==> src/hdl/sram_test_settings.svh <==
`ifndef SRAM_TEST_SETTINGS_SVH
`define SRAM_TEST_SETTINGS_SVH

// SRAM macro geometry

// Word address width, 256 words per macro
`define ADDR_SIZE 8

// Data word width
`define DATA_SIZE 32

// One write mask bit per byte lane
`define WMASK_SIZE 4

// Test bank size

// Number of SRAM macros behind the decoder
`define MAX_CHIPS 4

// Chip select field width, enough to name every macro
`define SELECT_SIZE 2

// Instruction register width
// chip select plus two ports of addr, din, csb, web and wmask
`define TOTAL_SIZE 94

`endif

==> src/hdl/sram_port_pkg.sv <==
`include "sram_test_settings.svh"

package sram_port_pkg;

   // Word address into one macro
   typedef logic [`ADDR_SIZE-1:0] addr_t;

   // One data word, read or write
   typedef logic [`DATA_SIZE-1:0] data_t;

   // Byte lane write enables, 1 means the lane is written
   typedef logic [`WMASK_SIZE-1:0] wmask_t;

   // Request on one SRAM port
   // Field order matches the instruction register bit order
   typedef struct packed {
      addr_t  addr;
      data_t  din;
      logic   csb;    // Port select, active low
      logic   web;    // Write enable, active low
      wmask_t wmask;
   } sram_req_t;

endpackage

==> src/hdl/sram_test_pkg.sv <==
`include "sram_test_settings.svh"

package sram_test_pkg;

   import sram_port_pkg::*;

   // Index of the macro under test
   typedef logic [`SELECT_SIZE-1:0] chip_sel_t;

   // Full test instruction, exactly as held in the register
   // Bit 93 is chip_sel MSB and leaves gpio_out first during a scan
   typedef struct packed {
      chip_sel_t chip_sel;
      sram_req_t port0;
      sram_req_t port1;
   } instr_t;

   // Which control pins are obeyed, as set by in_select
   typedef enum logic {
      SRC_LA   = 1'b0,
      SRC_GPIO = 1'b1
   } ctrl_src_e;

endpackage

==> src/hdl/port_decode.sv <==
`include "sram_test_settings.svh"

module port_decode
   import sram_port_pkg::*;
   import sram_test_pkg::*;
(
   input  instr_t                       instr,
   input  data_t     [`MAX_CHIPS-1:0] dout0,
   input  data_t     [`MAX_CHIPS-1:0] dout1,
   output sram_req_t [`MAX_CHIPS-1:0] req0,
   output sram_req_t [`MAX_CHIPS-1:0] req1,
   output data_t                        rd_data0,
   output data_t                        rd_data1
);

   // Address, data, web and mask fan out to every macro.
   // Only the selected macro sees the instruction's csb,
   // all others stay deselected.
   always_comb begin
      for (int i = 0; i < `MAX_CHIPS; i++) begin
         req0[i] = instr.port0;
         req1[i] = instr.port1;
         if (chip_sel_t'(i) != instr.chip_sel) begin
            req0[i].csb = 1'b1;
            req1[i].csb = 1'b1;
         end
      end
   end

   // Read words of the selected macro go back for capture
   always_comb begin
      rd_data0 = dout0[instr.chip_sel];
      rd_data1 = dout1[instr.chip_sel];
   end

endmodule

==> config.mk <==
export PLATFORM = sky130hd
export DESIGN_NAME = port_decode
export DESIGN_NICKNAME = d
export VERILOG_FILES = /design/src/hdl/sram_port_pkg.sv /design/src/hdl/sram_test_pkg.sv /design/src/hdl/port_decode.sv
export VERILOG_INCLUDE_DIRS = /design/src /design/src/hdl
export SDC_FILE = /design/constraint.sdc
export NUM_CORES = 1
export LEC_CHECK = 0
export BUFFER_PORTS_ARGS = -buffer_cell sky130_fd_sc_hd__buf_2
export CORE_AREA = 2 2 306 308
export DETAILED_ROUTE_END_ITERATION = 10
export DIE_AREA = 0 0 308 310
export MAX_ROUTING_LAYER = met4
export PLACE_DENSITY = 0.3
export REMOVE_ABC_BUFFERS = 1
export SYNTH_ARGS = -nofsm -noshare
export SYNTH_HDL_FRONTEND = slang
export SYNTH_SLANG_ARGS = --single-unit
==> constraint.sdc <==
create_clock -name vclk -period 2.7
set_input_delay 0.135 -clock vclk [all_inputs]
set_output_delay 0.135 -clock vclk [all_outputs]
set_load 0.05 [all_outputs]
==> flow_metrics.env <==
export IMPL_synthToLayoutAreaGrowth_pct=8.11
export IMPL_drtPass1Iterations=4
export IMPL_final_common_cell="buf_2"
export IMPL_pwr_share_comb_pct=100.0
export IMPL_grt_pass1_wl_mm=60.9
export IMPL_tns_ns=0
export IMPL_crit_required_ns=2.57
export IMPL_io_pins=782
export IMPL_critPathTopFamily="buffers and inverters"
export IMPL_clock_buffers=0
export IMPL_avgSynthCellArea_um2=9.82
export IMPL_grt_pass1_vias=3712
export IMPL_syn_inst=448
export IMPL_drive_above_1_share_pct=98.5
export IMPL_period_needed_ns=1.89
export IMPL_status="finished, final reports clean"
export IMPL_dp_cells=1607
export IMPL_maxCapViolCount=0
export IMPL_fmax_mhz=528
export IMPL_synth_area_leaders="buf_4 61%, mux4_2 32%, buf_12 2.7%"
export IMPL_seq_power_share_pct=0
export IMPL_hold_depth=0
export IMPL_p_sw_uw=585
export IMPL_ys_warnings_count=0
export IMPL_cp_slowest_stage_delay_ns=0.58
export IMPL_postLayoutCoreUtil_pct=5.14
export IMPL_power_leakage_nw=1.77
export IMPL_rows=112
export IMPL_pwr_share_clk_pct=0
export IMPL_yosysTopAreaCell="buf_4"
export IMPL_crit_chain="buf_4 > buf_12 > mux4_1 > buf_2"
export IMPL_coreArea_mm2=0.0925
export IMPL_crit_fanout=33
export IMPL_intPower_uw=361
export IMPL_power_density_mw_per_mm2=199
export IMPL_pre_cts_slack_ns=0.733
export IMPL_die_area_mm2=0.0955
export IMPL_wire_per_inst_um=33.2
export IMPL_hpwl_mm=47.3
export IMPL_swShare_pct=61.9
export IMPL_crit_type="in -> out"
export IMPL_synth_area_mm2=0.00440
export IMPL_place_gp_congestion=0.818
export IMPL_fin_ws_ns=0.807
export IMPL_antenna_left=0
export IMPL_cts_setup_buffers=0
export IMPL_io_buffers=332
export IMPL_antenna_found_initial=13
export IMPL_hp_class="in -> out"
export IMPL_viasPerCell=2.19
export IMPL_synth_cell_types=11
export IMPL_grt_setup_unrepaired="no"
export IMPL_ctsHoldBuffers=0
export IMPL_routed_wl_mm=53.4
export IMPL_fin_nets=762
export IMPL_grt_overflow_total=0
export IMPL_grt_max_degree=37
export IMPL_hold_violations=0
export IMPL_die_w_um=308
export IMPL_nFlopsAndLatches=0
export IMPL_drc=0
export IMPL_final_cell_mix="330 x buf_2, 62 x mux4_2, 6 x buf_4"
export IMPL_ir_drop_v=0.000133
export IMPL_via_count=3536
export IMPL_fin_cells=1611
export IMPL_start_kind="primary input"
export IMPL_report_final_slew_viol_count=0
export IMPL_path_buf_inv=3
export IMPL_setup_viol=0
export IMPL_start_util_pct=4.76
export IMPL_cts_resized=0
export IMPL_total_power_uw=946
export IMPL_cpMaxStageDelayCell="mux4_1"
export IMPL_grt_usage_pct=10.9
export IMPL_post_route_period_util_pct=70.1
export IMPL_synth_top_area_share_pct=61.4
export IMPL_relSlewSlack_pct=56.9
export IMPL_register_area_um2=0
export IMPL_yosysSeqAreaShare_pct=0
export IMPL_arrival_ns=1.76
export IMPL_first_iter_violations=194
export IMPL_end_kind="output pin"
export IMPL_worstMarginPinSlew_ns=0.646
export IMPL_crit_cells=4
export IMPL_die_y_um=310
power by group through the flow:
stage	clock, mW	sequential (mW)	combinational (mW)
global placement	0	0	0.950
floorplan	0	0	0.569
finish	0.000000203	0	0.946
global route	0.000000202	0	0.992
detailed placement	0	0	0.956
CTS	0	0	0.958
layer usage:
| metal | share of wire [%] | GRT usage, % | wire length, um |
|---|---|---|---|
| met1 | 30 | 8.69 | 16100 |
| met2 | 41 | 15.8 | 21800 |
| met3 | 26 | 12.9 | 13900 |
| met4 | 3.0 | 2.68 | 1610 |
| met5 | 0 | - | 0 |
through the flow:
| step | area, um^2 | hold slack, ns |
|---|---|---|
| after floorplan | 1510 | 0.270 |
| after global placement | 4750 | 0.271 |
| after detailed placement | 4750 | 0.271 |
| after CTS | 4750 | 0.271 |
| after global routing | 4760 | 0.271 |
| final | 4760 | 0.270 |
synthesized netlist by cell type:
cell type / instances
buf_4: 360
mux4_2: 62
buf_2: 7
buf_12: 6
or3b_2: 4
mux4_1: 2
nand3b_1: 2
or3_1: 2
buf_6: 1
buf_8: 1
clkbuf_1: 1
kinds of logic (layout without fill, tap and decap cells):
group | after synthesis | in the layout | synth area share [%]
buffers and inverters | 376 | 338 | 65.6
multiplexers | 64 | 64 | 32.9
AND/OR/NAND/NOR | 8 | 8 | 1.42
other | 0 | 4 | 0
worst paths after layout:
| path | from | endpoint | slack, ns |
|---|---|---|---|
| worst max-delay path | instr[92] | rd_data0[31] | 0.81 |
| worst min-delay path | instr[60] | req0[106] | 0.27 |
area by class of cell:
class / count / area [um^2]
Fill cell: 10972 / 87700
Timing Repair Buffer: 338 / 1740
Multi-Input combinational cell: 72 / 1510
Tap cell: 1197 / 1500
Antenna cell: 4 / 10.0
Note: power is estimated with default switching activity, not from simulation.
